### config.mk
export PLATFORM = sky130hd
export DESIGN_NAME = afu_control
export DESIGN_NICKNAME = d
export VERILOG_FILES = /design/src/afu_pkg.sv /design/src/afu_control.sv /design/src/response_router.sv /design/src/tag_table.sv /design/src/credit_tracker.sv /design/src/command_arbiter.sv /design/src/sync_fifo.sv
export SDC_FILE = /design/constraint.sdc
export NUM_CORES = 2
export LEC_CHECK = 0
export ABC_AREA = 1
export BUFFER_PORTS_ARGS = -buffer_cell sky130_fd_sc_hd__buf_2
export CORE_MARGIN = 2
export CORE_UTILIZATION = 31
export DETAILED_ROUTE_END_ITERATION = 10
export PLACE_DENSITY = 0.57
export SLEW_MARGIN = 20
export SYNTH_ARGS = -nofsm -noshare
export SYNTH_HDL_FRONTEND = slang
export SYNTH_MEMORY_MAX_BITS = 65536
export SYNTH_SLANG_ARGS = --single-unit
### constraint.sdc
create_clock -name clock -period 21.9 [get_ports clock]
set_clock_uncertainty 0.05 [all_clocks]
set_input_delay 4.38 -clock clock [delete_from_list [all_inputs] [get_ports clock]]
set_output_delay 4.38 -clock clock [all_outputs]
set_load 0.02 [all_outputs]
### src/afu_pkg.sv
`default_nettype none

package afu_pkg;

	////////////////////////////////////////
	// Sizes and depths
	////////////////////////////////////////

	// Command classes
	localparam int NUM_CLASSES = 4;
	localparam int CLASS_W = 2;

	// Tags handed out to the host
	localparam int TAG_W = 8;
	localparam int NUM_TAGS = 8;

	// Signed credit count, host may return several at once
	localparam int CREDIT_W = 9;
	localparam int INIT_CREDITS = 4;

	// Queue depths
	localparam int CMD_DEPTH_BIG = 16;
	localparam int CMD_DEPTH_SMALL = 2;
	localparam int RSP_DEPTH = 16;

	// Command payload fields
	localparam int CODE_W = 8;
	localparam int ADDR_W = 64;
	localparam int SIZE_W = 12;

	////////////////////////////////////////
	// Types
	////////////////////////////////////////

	// Lower code wins arbitration
	typedef enum logic [CLASS_W-1:0] {
		CLASS_RESTART = 2'd0,
		CLASS_WED = 2'd1,
		CLASS_WRITE = 2'd2,
		CLASS_READ = 2'd3
	} cmd_class_t;

	// Queued by the compute side
	typedef struct packed {
		logic valid;
		logic [CODE_W-1:0] code;
		logic [ADDR_W-1:0] address;
		logic [SIZE_W-1:0] size;
	} cmd_line_t;

	// Issued to the host, tag attached
	typedef struct packed {
		logic valid;
		logic [TAG_W-1:0] tag;
		logic [CODE_W-1:0] code;
		logic [ADDR_W-1:0] address;
		logic [SIZE_W-1:0] size;
	} host_cmd_t;

	// Host response with credit return
	typedef struct packed {
		logic valid;
		logic [TAG_W-1:0] tag;
		logic [CODE_W-1:0] response;
		logic signed [CREDIT_W-1:0] credits;
	} host_rsp_t;

	// Response after routing to its class
	typedef struct packed {
		logic valid;
		cmd_class_t rsp_class;
		logic [TAG_W-1:0] tag;
		logic [CODE_W-1:0] response;
	} rsp_line_t;

	// Indexed by class code
	typedef struct packed {
		logic [NUM_CLASSES-1:0] empty;
		logic [NUM_CLASSES-1:0] full;
	} cmd_status_t;

endpackage

`default_nettype wire
### src/afu_control.sv
`default_nettype none

module afu_control (
	input wire logic clock,
	input wire logic rst_n,
	input wire logic enabled,
	input wire afu_pkg::cmd_line_t restart_cmd_in,
	input wire afu_pkg::cmd_line_t wed_cmd_in,
	input wire afu_pkg::cmd_line_t write_cmd_in,
	input wire afu_pkg::cmd_line_t read_cmd_in,
	input wire afu_pkg::host_rsp_t host_rsp_in,
	output afu_pkg::host_cmd_t host_cmd_out,
	output afu_pkg::rsp_line_t restart_rsp_out,
	output afu_pkg::rsp_line_t wed_rsp_out,
	output afu_pkg::rsp_line_t write_rsp_out,
	output afu_pkg::rsp_line_t read_rsp_out,
	output afu_pkg::cmd_status_t command_status
);

	// Command side, indexed by class code
	afu_pkg::cmd_line_t [afu_pkg::NUM_CLASSES-1:0] cmd_in;
	afu_pkg::cmd_line_t [afu_pkg::NUM_CLASSES-1:0] heads;
	logic [afu_pkg::NUM_CLASSES-1:0] cmd_empty;
	logic [afu_pkg::NUM_CLASSES-1:0] cmd_full;
	logic [afu_pkg::NUM_CLASSES-1:0] grant;

	// Issue handshake between arbiter, credits and tags
	logic issue;
	afu_pkg::cmd_class_t issue_class;
	logic credit_ok;
	logic tag_ready;
	logic [afu_pkg::TAG_W-1:0] free_tag;

	// Response side
	logic [afu_pkg::TAG_W-1:0] lookup_tag;
	logic lookup_valid;
	afu_pkg::cmd_class_t lookup_class;
	logic signed [afu_pkg::CREDIT_W-1:0] rsp_credits;
	logic [afu_pkg::NUM_CLASSES-1:0] rsp_push;
	afu_pkg::rsp_line_t rsp_line;
	afu_pkg::rsp_line_t [afu_pkg::NUM_CLASSES-1:0] rsp_out;
	logic [afu_pkg::NUM_CLASSES-1:0] rsp_empty;

	assign cmd_in[afu_pkg::CLASS_RESTART] = restart_cmd_in;
	assign cmd_in[afu_pkg::CLASS_WED] = wed_cmd_in;
	assign cmd_in[afu_pkg::CLASS_WRITE] = write_cmd_in;
	assign cmd_in[afu_pkg::CLASS_READ] = read_cmd_in;
	assign command_status = '{empty: cmd_empty, full: cmd_full};

	assign restart_rsp_out = rsp_out[afu_pkg::CLASS_RESTART];
	assign wed_rsp_out = rsp_out[afu_pkg::CLASS_WED];
	assign write_rsp_out = rsp_out[afu_pkg::CLASS_WRITE];
	assign read_rsp_out = rsp_out[afu_pkg::CLASS_READ];

	////////////////////////////////////////
	// Class queues
	////////////////////////////////////////

	for (genvar g = 0; g < afu_pkg::NUM_CLASSES; g++) begin : g_class
		// Read and write get the deep command queues
		sync_fifo #(
			.payload_t(afu_pkg::cmd_line_t),
			.DEPTH((g == afu_pkg::CLASS_WRITE || g == afu_pkg::CLASS_READ) ?
				afu_pkg::CMD_DEPTH_BIG : afu_pkg::CMD_DEPTH_SMALL)
		) cmd_fifo (
			.clock(clock), .rst_n(rst_n),
			.push(cmd_in[g].valid), .data_in(cmd_in[g]),
			.pop(grant[g]), .data_out(heads[g]),
			.empty(cmd_empty[g]), .full(cmd_full[g])
		);

		// Drains itself one line per cycle
		sync_fifo #(
			.payload_t(afu_pkg::rsp_line_t),
			.DEPTH(afu_pkg::RSP_DEPTH)
		) rsp_fifo (
			.clock(clock), .rst_n(rst_n),
			.push(rsp_push[g]), .data_in(rsp_line),
			.pop(!rsp_empty[g]), .data_out(rsp_out[g]),
			.empty(rsp_empty[g]), .full()
		);
	end

	////////////////////////////////////////
	// Issue and response control
	////////////////////////////////////////

	command_arbiter arbiter (
		.clock(clock), .rst_n(rst_n), .enabled(enabled),
		.heads(heads), .empties(cmd_empty),
		.credit_ok(credit_ok), .tag_ready(tag_ready), .free_tag(free_tag),
		.grant(grant), .issue(issue), .issue_class(issue_class),
		.host_cmd_out(host_cmd_out)
	);

	credit_tracker credits (
		.clock(clock), .rst_n(rst_n), .issue(issue),
		.rsp_valid(lookup_valid), .rsp_credits(rsp_credits),
		.credit_ok(credit_ok)
	);

	tag_table tags (
		.clock(clock), .rst_n(rst_n),
		.issue(issue), .issue_class(issue_class),
		.tag_ready(tag_ready), .free_tag(free_tag),
		.rsp_valid(lookup_valid), .rsp_tag(lookup_tag), .rsp_class(lookup_class)
	);

	response_router router (
		.clock(clock), .rst_n(rst_n), .host_rsp_in(host_rsp_in),
		.lookup_tag(lookup_tag), .lookup_valid(lookup_valid),
		.lookup_class(lookup_class), .rsp_credits(rsp_credits),
		.push(rsp_push), .rsp_line(rsp_line)
	);

endmodule

`default_nettype wire

### src/response_router.sv
`default_nettype none

module response_router (
	input wire logic clock,
	input wire logic rst_n,
	input wire afu_pkg::host_rsp_t host_rsp_in,
	output logic [afu_pkg::TAG_W-1:0] lookup_tag,
	output logic lookup_valid,
	input wire afu_pkg::cmd_class_t lookup_class,
	output logic signed [afu_pkg::CREDIT_W-1:0] rsp_credits,
	output logic [afu_pkg::NUM_CLASSES-1:0] push,
	output afu_pkg::rsp_line_t rsp_line
);

	// Host response latch
	afu_pkg::host_rsp_t rsp_q;

	always_ff @(posedge clock) begin
		rsp_q.tag <= host_rsp_in.tag;
		rsp_q.response <= host_rsp_in.response;
		rsp_q.credits <= host_rsp_in.credits;
		if (!rst_n) begin
			rsp_q.valid <= 1'b0;
		end else begin
			rsp_q.valid <= host_rsp_in.valid;
		end
	end

	// Latched response drives lookup, tag free and credit return
	assign lookup_tag = rsp_q.tag;
	assign lookup_valid = rsp_q.valid;
	assign rsp_credits = rsp_q.credits;

	////////////////////////////////////////
	// Push into the owning class
	////////////////////////////////////////

	always_ff @(posedge clock) begin
		rsp_line.rsp_class <= lookup_class;
		rsp_line.tag <= rsp_q.tag;
		rsp_line.response <= rsp_q.response;
		if (!rst_n) begin
			push <= '0;
			rsp_line.valid <= 1'b0;
		end else begin
			push <= '0;
			// Exactly one class gets the line
			if (rsp_q.valid) begin
				push[lookup_class] <= 1'b1;
			end
			rsp_line.valid <= rsp_q.valid;
		end
	end

endmodule

`default_nettype wire

### src/tag_table.sv
`default_nettype none

module tag_table (
	input wire logic clock,
	input wire logic rst_n,
	input wire logic issue,
	input wire afu_pkg::cmd_class_t issue_class,
	output logic tag_ready,
	output logic [afu_pkg::TAG_W-1:0] free_tag,
	input wire logic rsp_valid,
	input wire logic [afu_pkg::TAG_W-1:0] rsp_tag,
	output afu_pkg::cmd_class_t rsp_class
);

	// Outstanding flag per tag
	logic [afu_pkg::NUM_TAGS-1:0] busy;
	// Owning class per tag, kept after free
	afu_pkg::cmd_class_t class_of [afu_pkg::NUM_TAGS];
	// Response tag is a known outstanding one
	logic rsp_hit;

	////////////////////////////////////////
	// Free tag search
	////////////////////////////////////////

	// Lowest free index wins
	always_comb begin
		tag_ready = 1'b0;
		free_tag = '0;
		for (int i = afu_pkg::NUM_TAGS - 1; i >= 0; i--) begin
			if (!busy[i]) begin
				tag_ready = 1'b1;
				free_tag = afu_pkg::TAG_W'(i);
			end
		end
	end

	// Class lookup for the response
	always_comb begin
		rsp_class = afu_pkg::CLASS_RESTART;
		rsp_hit = 1'b0;
		for (int i = 0; i < afu_pkg::NUM_TAGS; i++) begin
			if (rsp_tag == afu_pkg::TAG_W'(i)) begin
				rsp_class = class_of[i];
				rsp_hit = busy[i];
			end
		end
	end

	////////////////////////////////////////
	// Allocate and free
	////////////////////////////////////////

	// Issued tag is always free, so set and clear never collide
	always_ff @(posedge clock) begin
		if (!rst_n) begin
			busy <= '0;
		end else begin
			for (int i = 0; i < afu_pkg::NUM_TAGS; i++) begin
				if (issue && free_tag == afu_pkg::TAG_W'(i)) begin
					busy[i] <= 1'b1;
				end else if (rsp_valid && rsp_tag == afu_pkg::TAG_W'(i)) begin
					busy[i] <= 1'b0;
				end
			end
		end
	end

	// Class table write on allocation
	always_ff @(posedge clock) begin
		for (int i = 0; i < afu_pkg::NUM_TAGS; i++) begin
			if (issue && free_tag == afu_pkg::TAG_W'(i)) begin
				class_of[i] <= issue_class;
			end
		end
	end

	// Host answers only tags it was given
	assert property (@(posedge clock) disable iff (!rst_n) rsp_valid |-> rsp_hit)
		else $fatal(1, "FAIL %0t response for idle tag %0d", $time, rsp_tag);

endmodule

`default_nettype wire

### src/credit_tracker.sv
`default_nettype none

module credit_tracker (
	input wire logic clock,
	input wire logic rst_n,
	input wire logic issue,
	input wire logic rsp_valid,
	input wire logic signed [afu_pkg::CREDIT_W-1:0] rsp_credits,
	output logic credit_ok
);

	// Credits currently held
	logic signed [afu_pkg::CREDIT_W-1:0] count;
	// One per issued command
	logic signed [afu_pkg::CREDIT_W-1:0] spent;
	// Whatever the host hands back
	logic signed [afu_pkg::CREDIT_W-1:0] refill;

	assign spent = issue ? afu_pkg::CREDIT_W'(1) : '0;
	assign refill = rsp_valid ? rsp_credits : '0;

	// Spend and refill may land on the same edge
	always_ff @(posedge clock) begin
		if (!rst_n) begin
			count <= afu_pkg::CREDIT_W'(afu_pkg::INIT_CREDITS);
		end else begin
			count <= count - spent + refill;
		end
	end

	assign credit_ok = (count > 0);

	// Host never returns more than it granted
	assert property (@(posedge clock) disable iff (!rst_n)
		count <= afu_pkg::INIT_CREDITS)
		else $fatal(1, "FAIL %0t credit count %0d above initial", $time, count);

endmodule

`default_nettype wire

### src/command_arbiter.sv
`default_nettype none

module command_arbiter (
	input wire logic clock,
	input wire logic rst_n,
	input wire logic enabled,
	input wire afu_pkg::cmd_line_t [afu_pkg::NUM_CLASSES-1:0] heads,
	input wire logic [afu_pkg::NUM_CLASSES-1:0] empties,
	input wire logic credit_ok,
	input wire logic tag_ready,
	input wire logic [afu_pkg::TAG_W-1:0] free_tag,
	output logic [afu_pkg::NUM_CLASSES-1:0] grant,
	output logic issue,
	output afu_pkg::cmd_class_t issue_class,
	output afu_pkg::host_cmd_t host_cmd_out
);

	afu_pkg::cmd_line_t sel_head;

	// Fixed priority, lowest class code first
	// Walk downwards so the last hit is the winner
	always_comb begin
		grant = '0;
		issue_class = afu_pkg::CLASS_RESTART;
		sel_head = heads[0];
		if (enabled && credit_ok && tag_ready) begin
			for (int i = afu_pkg::NUM_CLASSES - 1; i >= 0; i--) begin
				if (!empties[i]) begin
					grant = '0;
					grant[i] = 1'b1;
					issue_class = afu_pkg::cmd_class_t'(i);
					sel_head = heads[i];
				end
			end
		end
	end

	// Credit and tag are spent on this same edge
	assign issue = |grant;

	////////////////////////////////////////
	// Registered issue to the host
	////////////////////////////////////////

	always_ff @(posedge clock) begin
		host_cmd_out.tag <= free_tag;
		host_cmd_out.code <= sel_head.code;
		host_cmd_out.address <= sel_head.address;
		host_cmd_out.size <= sel_head.size;
		if (!rst_n) begin
			host_cmd_out.valid <= 1'b0;
		end else begin
			host_cmd_out.valid <= issue;
		end
	end

	// Single winner, and only ever a FIFO that holds a line
	assert property (@(posedge clock) disable iff (!rst_n)
		$onehot0(grant) && ((grant & empties) == '0))
		else $fatal(1, "FAIL %0t bad command grant %b", $time, grant);

endmodule

`default_nettype wire

### src/sync_fifo.sv
`default_nettype none

module sync_fifo #(
	parameter type payload_t = logic,
	parameter int DEPTH = 2
) (
	input wire logic clock,
	input wire logic rst_n,
	input wire logic push,
	input wire payload_t data_in,
	input wire logic pop,
	output payload_t data_out,
	output logic empty,
	output logic full
);

	// Storage and circular pointers
	payload_t mem [DEPTH];
	logic [$clog2(DEPTH)-1:0] wr_ptr;
	logic [$clog2(DEPTH)-1:0] rd_ptr;
	// One extra bit so a full queue is distinct from an empty one
	logic [$clog2(DEPTH):0] count;

	// Payload write, no reset on storage
	always_ff @(posedge clock) begin
		if (push) begin
			mem[wr_ptr] <= data_in;
		end
	end

	// Pointer and occupancy update
	always_ff @(posedge clock) begin
		if (!rst_n) begin
			wr_ptr <= '0;
			rd_ptr <= '0;
			count <= '0;
		end else begin
			if (push) begin
				wr_ptr <= (wr_ptr == $bits(wr_ptr)'(DEPTH - 1)) ? '0 : wr_ptr + 1'b1;
			end
			if (pop) begin
				rd_ptr <= (rd_ptr == $bits(rd_ptr)'(DEPTH - 1)) ? '0 : rd_ptr + 1'b1;
			end
			case ({push, pop})
				2'b10: count <= count + 1'b1;
				2'b01: count <= count - 1'b1;
				default: count <= count;
			endcase
		end
	end

	assign empty = (count == '0);
	assign full = (count == $bits(count)'(DEPTH));
	// Head shown before the pop, zero when nothing is queued
	assign data_out = empty ? payload_t'('0) : mem[rd_ptr];

	// Sender honours full, consumer honours empty
	assert property (@(posedge clock) disable iff (!rst_n) push |-> !full)
		else $fatal(1, "FAIL %0t push into full FIFO", $time);
	assert property (@(posedge clock) disable iff (!rst_n) pop |-> !empty)
		else $fatal(1, "FAIL %0t pop from empty FIFO", $time);

endmodule

`default_nettype wire

======== After elaboration in Yosys (flattened, before gate mapping) ========
Memory sizes are Yosys's and may differ from the RTL's. A register that Yosys moved wholly into a read port is not among the register bits.
Index checks and enable logic that the tools add are counted.
storage, ports and cells
  bits in writable memories ............... 4292
  memories kept ........................... 9
  register bits ........................... 245
  input bits .............................. 369
  logic and storage cells ................. 354
  output and inout bits ................... 177
memories
  name                     words  bits a word  rd ports  clocked after Yosys merged registers in  write ports  RTL line         text
  g_class[2].cmd_fifo.mem  16     85           1         1                                        1            sync_fifo.sv:18  payload_t mem [DEPTH];
  g_class[3].cmd_fifo.mem  16     85           1         1                                        1            sync_fifo.sv:18
  g_class[0].rsp_fifo.mem  16     19           1         1                                        1            sync_fifo.sv:18
  g_class[1].rsp_fifo.mem  16     19           1         1                                        1            sync_fifo.sv:18
  g_class[2].rsp_fifo.mem  16     19           1         1                                        1            sync_fifo.sv:18
  g_class[3].rsp_fifo.mem  16     19           1         1                                        1            sync_fifo.sv:18
  +3 memories              n/a    n/a          n/a       n/a                                      n/a          n/a
operators by class
  add/sub/neg operators ................... 34
  reductions and logical operators ........ 58
  equality and inequality tests ........... 46
  mux-type cells .......................... 157
  magnitude comparators ................... 3
operators with widths
  cell                 count
  $mux 84              6
  $mux 4               29
  $mux 19              4
  $mux 1               73
  $pmux 5 s2           6
  $add 4x1->4 const B  12
  $eq 4x4->1 const B   12
  $mux 3               15
  $mux 2               20
  $eq 8x3->1 const B   4
  $reduce_bool 2->1    16
  $add 5x1->5 const B  6
  $logic_not 5->1      6
  $sub 5x1->5 const B  6
  $eq 2x2->1 const B   10
  $logic_and 1x1->1    19
  $eq 2x1->1 const B   8
  $eq 8x2->1 const B   2
  $logic_not 8->1      2
  $reduce_or 2->1      7
  $eq 3x3->1 const B   4
  $eq 5x5->1 const B   2
  $add 9x9->9          1
  $gt 9x1->1 const B   1
  other kinds (16)     27

======== Logic depth before layout (Yosys ltp) ========
  depth after elaboration ................. 22
  mapped depth ............................ 17
  gate-level depth less buffers ........... 17

======== Hierarchy ========
A second synthesis with hierarchy kept.
second synthesis, totals
  cell total of the unflattened synthesis .. 17616
  area total of the unflattened synthesis .. 190509.0 µm²
by module, submodules not included
  module                                cells an instance  seq. area each (µm²)  area an instance (µm²)  times used
  sync_fifo at g_class[2].cmd_fifo ...  5446               41179.5               58025.7                 2
  sync_fifo at g_class[0].rsp_fifo ...  1135               9469.1                13111.3                 3
  sync_fifo at g_class[0].cmd_fifo ...  489                5205.0                6782.8                  2
  sync_fifo at g_class[3].rsp_fifo      1135               9469.1                13166.4                 1
  command_arbiter                       836                1861.8                5113.7                  1
  tag_table                             148                640.6                 1214.9                  1
  response_router                       80                 980.9                 1163.6                  1
  credit_tracker                        138                180.2                 884.6                   1
  afu_control                           4                  0.0                   15.0                    1

======== Least setup slack after synthesis ========
No wires, ideal clock.
  kind .................................... input port to flip-flop
  start ................................... in read_cmd_in[84] in the netlist's numbering
  end ..................................... mem g_class[3].cmd_fifo.mem[7][0] in the netlist's numbering (enable)
  slack ................................... 11.037 ns
  data arrival time ....................... 10.183 ns
  path buffers ............................ 0
  required time ........................... 21.220 ns
  stages on the path ...................... 2
  setup time .............................. 0.630 ns
  cells stage by stage .................... nand2_1 > nor3_1
between the ends
  cells in the longest elaborated chain, start to end .. 2
RTL lines
  element                       RTL line           text
  from (decl)                   afu_control.sv:10  input wire afu_pkg::cmd_line_t read_cmd_in,
  $mux 1                        sync_fifo.sv:26    if (push) begin
  $mux 1 (implied by the code)  sync_fifo.sv:27    mem[wr_ptr] <= data_in;
  to (decl)                     sync_fifo.sv:18
Every way passes these cells.

==> run metrics <==
status complete, no violations; r2r setup slk between 15 and 20 ns; Max-Cap Viols 0; Hold Crit Class flop to flop; Worst R2R Path Depth 11; critical path fanouts, max a little under 80; IO Count about 550; net count reported at finish 15.2k; VDD IR-drop max 0.0898 mV; CP peak stage delay approximately 0.80 ns; pwr dens roughly 110 nW/um^2; FF+latch count, synth between 4k and 5k; post-CTS sizing 0; Skew-Pair Late Insertion Delay 1.12 ns; # clock sinks roughly 4.5k; Synth Warn # 0; H-tree lvl count 5; PnR worst setup slack roughly 13 ns; die span in y 762 um; minimum clock period ~8.8 ns; period utilisation layout between 40% and 50%; CP bufs+invs 4; crit end category output port; cell mode on critical path buf_4; Hold Path Depth 0; post-DP HPWL 303000 um; DR WL/cell about 24 um; HP Start router.rsp_q[15]$_DFF_P_; vias in the first global route 109k; # DRC 0; Hold Buf Count CTS 0; placed cell count ~22k; critical path arrival about 4.4 ns; initial DRC count about 11k; pin count of the biggest net entering global routing ~220; share of layout cells above drive strength 1 about a tenth; setup_tns 0 ns; Clock Tree Root clkbuf_16; total routed wirelength approximately 540000 um; Die W approximately 760 um; Post-Synthesis Cell Area 178000 um^2; Startpoint Class flop; CTS Buffer Depth 4; RSZ-0062 raised after global routing false; clk slew on worst S/H paths about 0.060 ns; Slew HR between 10% and 20%; RePlAce Congestion roughly 0.78; Max Transition Viols Final 0; Layout Cells excl Fill 22.8k; Slew @ Worst Pin between 1 and 1.5 ns; Avg Cell Area, Syn ~12 um^2; LEAKAGE a little under 70 nW; Hold Fails Final Rpt 0; asr flop ratio synth 0%; PortBufs 540; final instance area ~200000 um^2; Post-synth EDFFs ~4.3k; Hold EP router.rsp_line[6]$_DFF_P_; First-pass DRT Iterations 6; Seq/Total Area, Yosys roughly three quarters; first-pass GRT wire length 775000 um; Syn Inst Count roughly 14k; worst r2r dst arbiter.host_cmd_out[22]$_DFF_P_; number of setup buffers added after CTS 0; Most used DFF post-synth edfxtp_1; Cell Area, Placed around 190000 um^2; die area 581000 um^2; num rows 278; initial antenna violation count 170; count of cell types in the netlist 43; number of nets with antenna violations after routing 0; CP cell instances buf_4 > inv_2 > buf_4 > o21ai_0 > o221ai_1 > nand3_1 > a21oi_1 > buf_2; grt total ovfl 0; CTS tree built; starting density of the core 31.1%; DR vias approximately 110k; Critical Path RT approximately 17 ns; Setup Crit Path Kind flop to output port; Max Fclk about 110 MHz; worst hold slack 0.278 ns; critical path's top delay family buffers and inverters; Setup violations, final 0; area grow syn2layout 14.6%; GRT Util Overall ~18%; slowest CP cell a21oi_1; CTS Buf Count between 400 and 500; dpl ws around 14 ns; CORE AREA 573000 um^2; mean number of vias per cell between 4 and 5
## state kept, by name, indices dropped and copies added (netlist names), 9 cells and up, named ones only
signal,count
g_class.rsp_fifo.count,20
router.rsp_credits,9
g_class.cmd_fifo.wr_ptr,10
g_class.cmd_fifo.mem,3024
g_class.rsp_fifo.mem,1216
router.rsp_line,19
credits.count,9
g_class.rsp_fifo.rd_ptr,16
g_class.rsp_fifo.wr_ptr,16
g_class.cmd_fifo.rd_ptr,10
arbiter.host_cmd_out,88
tags.class_of,16
g_class.cmd_fifo.count,14
## final cells by class
cell class / instances / area (um^2)
clock inverter: 250 / 2290
antenna: 138 / 345
tap: 7560 / 9460
clock buffer: 610 / 12600
sequential: 4522 / 133000
fill: 55000 / 369000
inverter: 276 / 1120
multi-input combinational: 8708 / 40400
timing repair buffer: 782 / 4690
## cell usage in the layout (no fill, tap or decap), types with 14 or more instances in the layout
cell       Yosys  routed
a31oi_1       86      86
dfxtp_4        0      14
bufinv_16      0      28
nand2_1     2532    2531
buf_4         28     229
clkbuf_1     578     111
nand4_1       22      22
nor2_1      2127    2046
o221ai_1     220     220
clkinv_1       8     100
nor2_4         1      50
o22ai_1       86      86
o21ai_0     1232    1232
clkinv_2       0      84
dfxtp_2        0      23
xnor2_1       21      21
inv_1        263     247
xor2_1        17      17
diode_2        0     138
o211ai_1      85      85
clkbuf_16      0     472
ha_1          72      72
dfxtp_1      266     229
buf_2        203     539
clkbuf_8       0      27
edfxtp_1    4256    4256
nor3_1        15      14
nor2_2         0      32
a21oi_1      171     170
o21ai_1      228     228
nand3_1     1744    1744
## power breakdown
part	switching, mW	total (mW)	leakage (nW)	internal (mW)
combinational	3.19	4.30	21.4	1.12
clock	3.39	7.77	7.28	4.38
sequential	0.188	9.88	40.8	9.69
## stage by stage
step | total power [mW] | utilization, %
finish | 21.9 | 35.6
global route | 22.8 | 35.6
CTS | 22.1 | 35.6
detailed placement | 14.4 | 33.0
global placement | 14.4 | 33.0
floorplan | 12.6 | -
## synthesized netlist by cell type (2+ instances only)
| library cell | number | area share (%) |
|---|---|---|
| o21a_1 | 7 | 0.030 |
| clkbuf_1 | 578 | 1.2 |
| xnor2_1 | 21 | 0.10 |
| edfxtp_1 | 4256 | 72 |
| nand4_1 | 22 | 0.077 |
| ha_1 | 72 | 0.51 |
| nor4_1 | 2 | 0.0070 |
| clkinv_1 | 8 | 0.017 |
| nand3b_1 | 2 | 0.0084 |
| inv_2 | 5 | 0.011 |
| o21ai_1 | 228 | 0.64 |
| a211oi_1 | 13 | 0.055 |
| a31oi_1 | 86 | 0.30 |
| buf_1 | 83 | 0.17 |
| inv_1 | 263 | 0.55 |
| or2_2 | 3 | 0.011 |
| nand3_1 | 1744 | 4.9 |
| buf_8 | 3 | 0.025 |
| buf_2 | 203 | 0.57 |
| nor2_1 | 2127 | 4.5 |
| a21oi_1 | 171 | 0.48 |
| o21ai_0 | 1232 | 3.5 |
| buf_4 | 28 | 0.12 |
| nand2_1 | 2532 | 5.3 |
| fa_1 | 7 | 0.079 |
| o221ai_1 | 220 | 1.1 |
| buf_6 | 26 | 0.16 |
| a21o_1 | 2 | 0.0084 |
| xor2_1 | 17 | 0.084 |
| o22ai_1 | 86 | 0.30 |
| dfxtp_1 | 266 | 3.0 |
| nor3_1 | 15 | 0.042 |
| o211ai_1 | 85 | 0.36 |
## logic make-up after synthesis
family,share of synthesized area [%]
AND/OR/NAND/NOR,14.9
flip-flops,74.7
AO/OA/AOI/OAI,6.74
buffers and inverters,2.85
adder cells (fa/ha/maj),0.584
XOR/XNOR,0.187
other,0.00211
multiplexers,0.00562
## per-layer routing
layer  wire length [um]  vias up  track usage [%]
met2             264000     4099             30.4
met1             215000    56500             22.8
li1                   -    52500                -
met4              21800       86             6.89
met5                519        -                0
met3              42900     1004             3.60
## worst max-delay path by stage
stage / end / slack [ns] / cells past startpoint
finish: read_rsp_out[10] / 13.08 / 8
global route: read_rsp_out[10] / 12.75 / 8
CTS: read_rsp_out[11] / 12.92 / 8
detailed placement: read_rsp_out[11] / 14.02 / 8
global placement: read_rsp_out[11] / 14.01 / 8
floorplan: g_class[3].cmd_fifo.mem[7][0]$_DFFE_PP_ / 11.04 / 2
(Power assumes the default switching activity.)
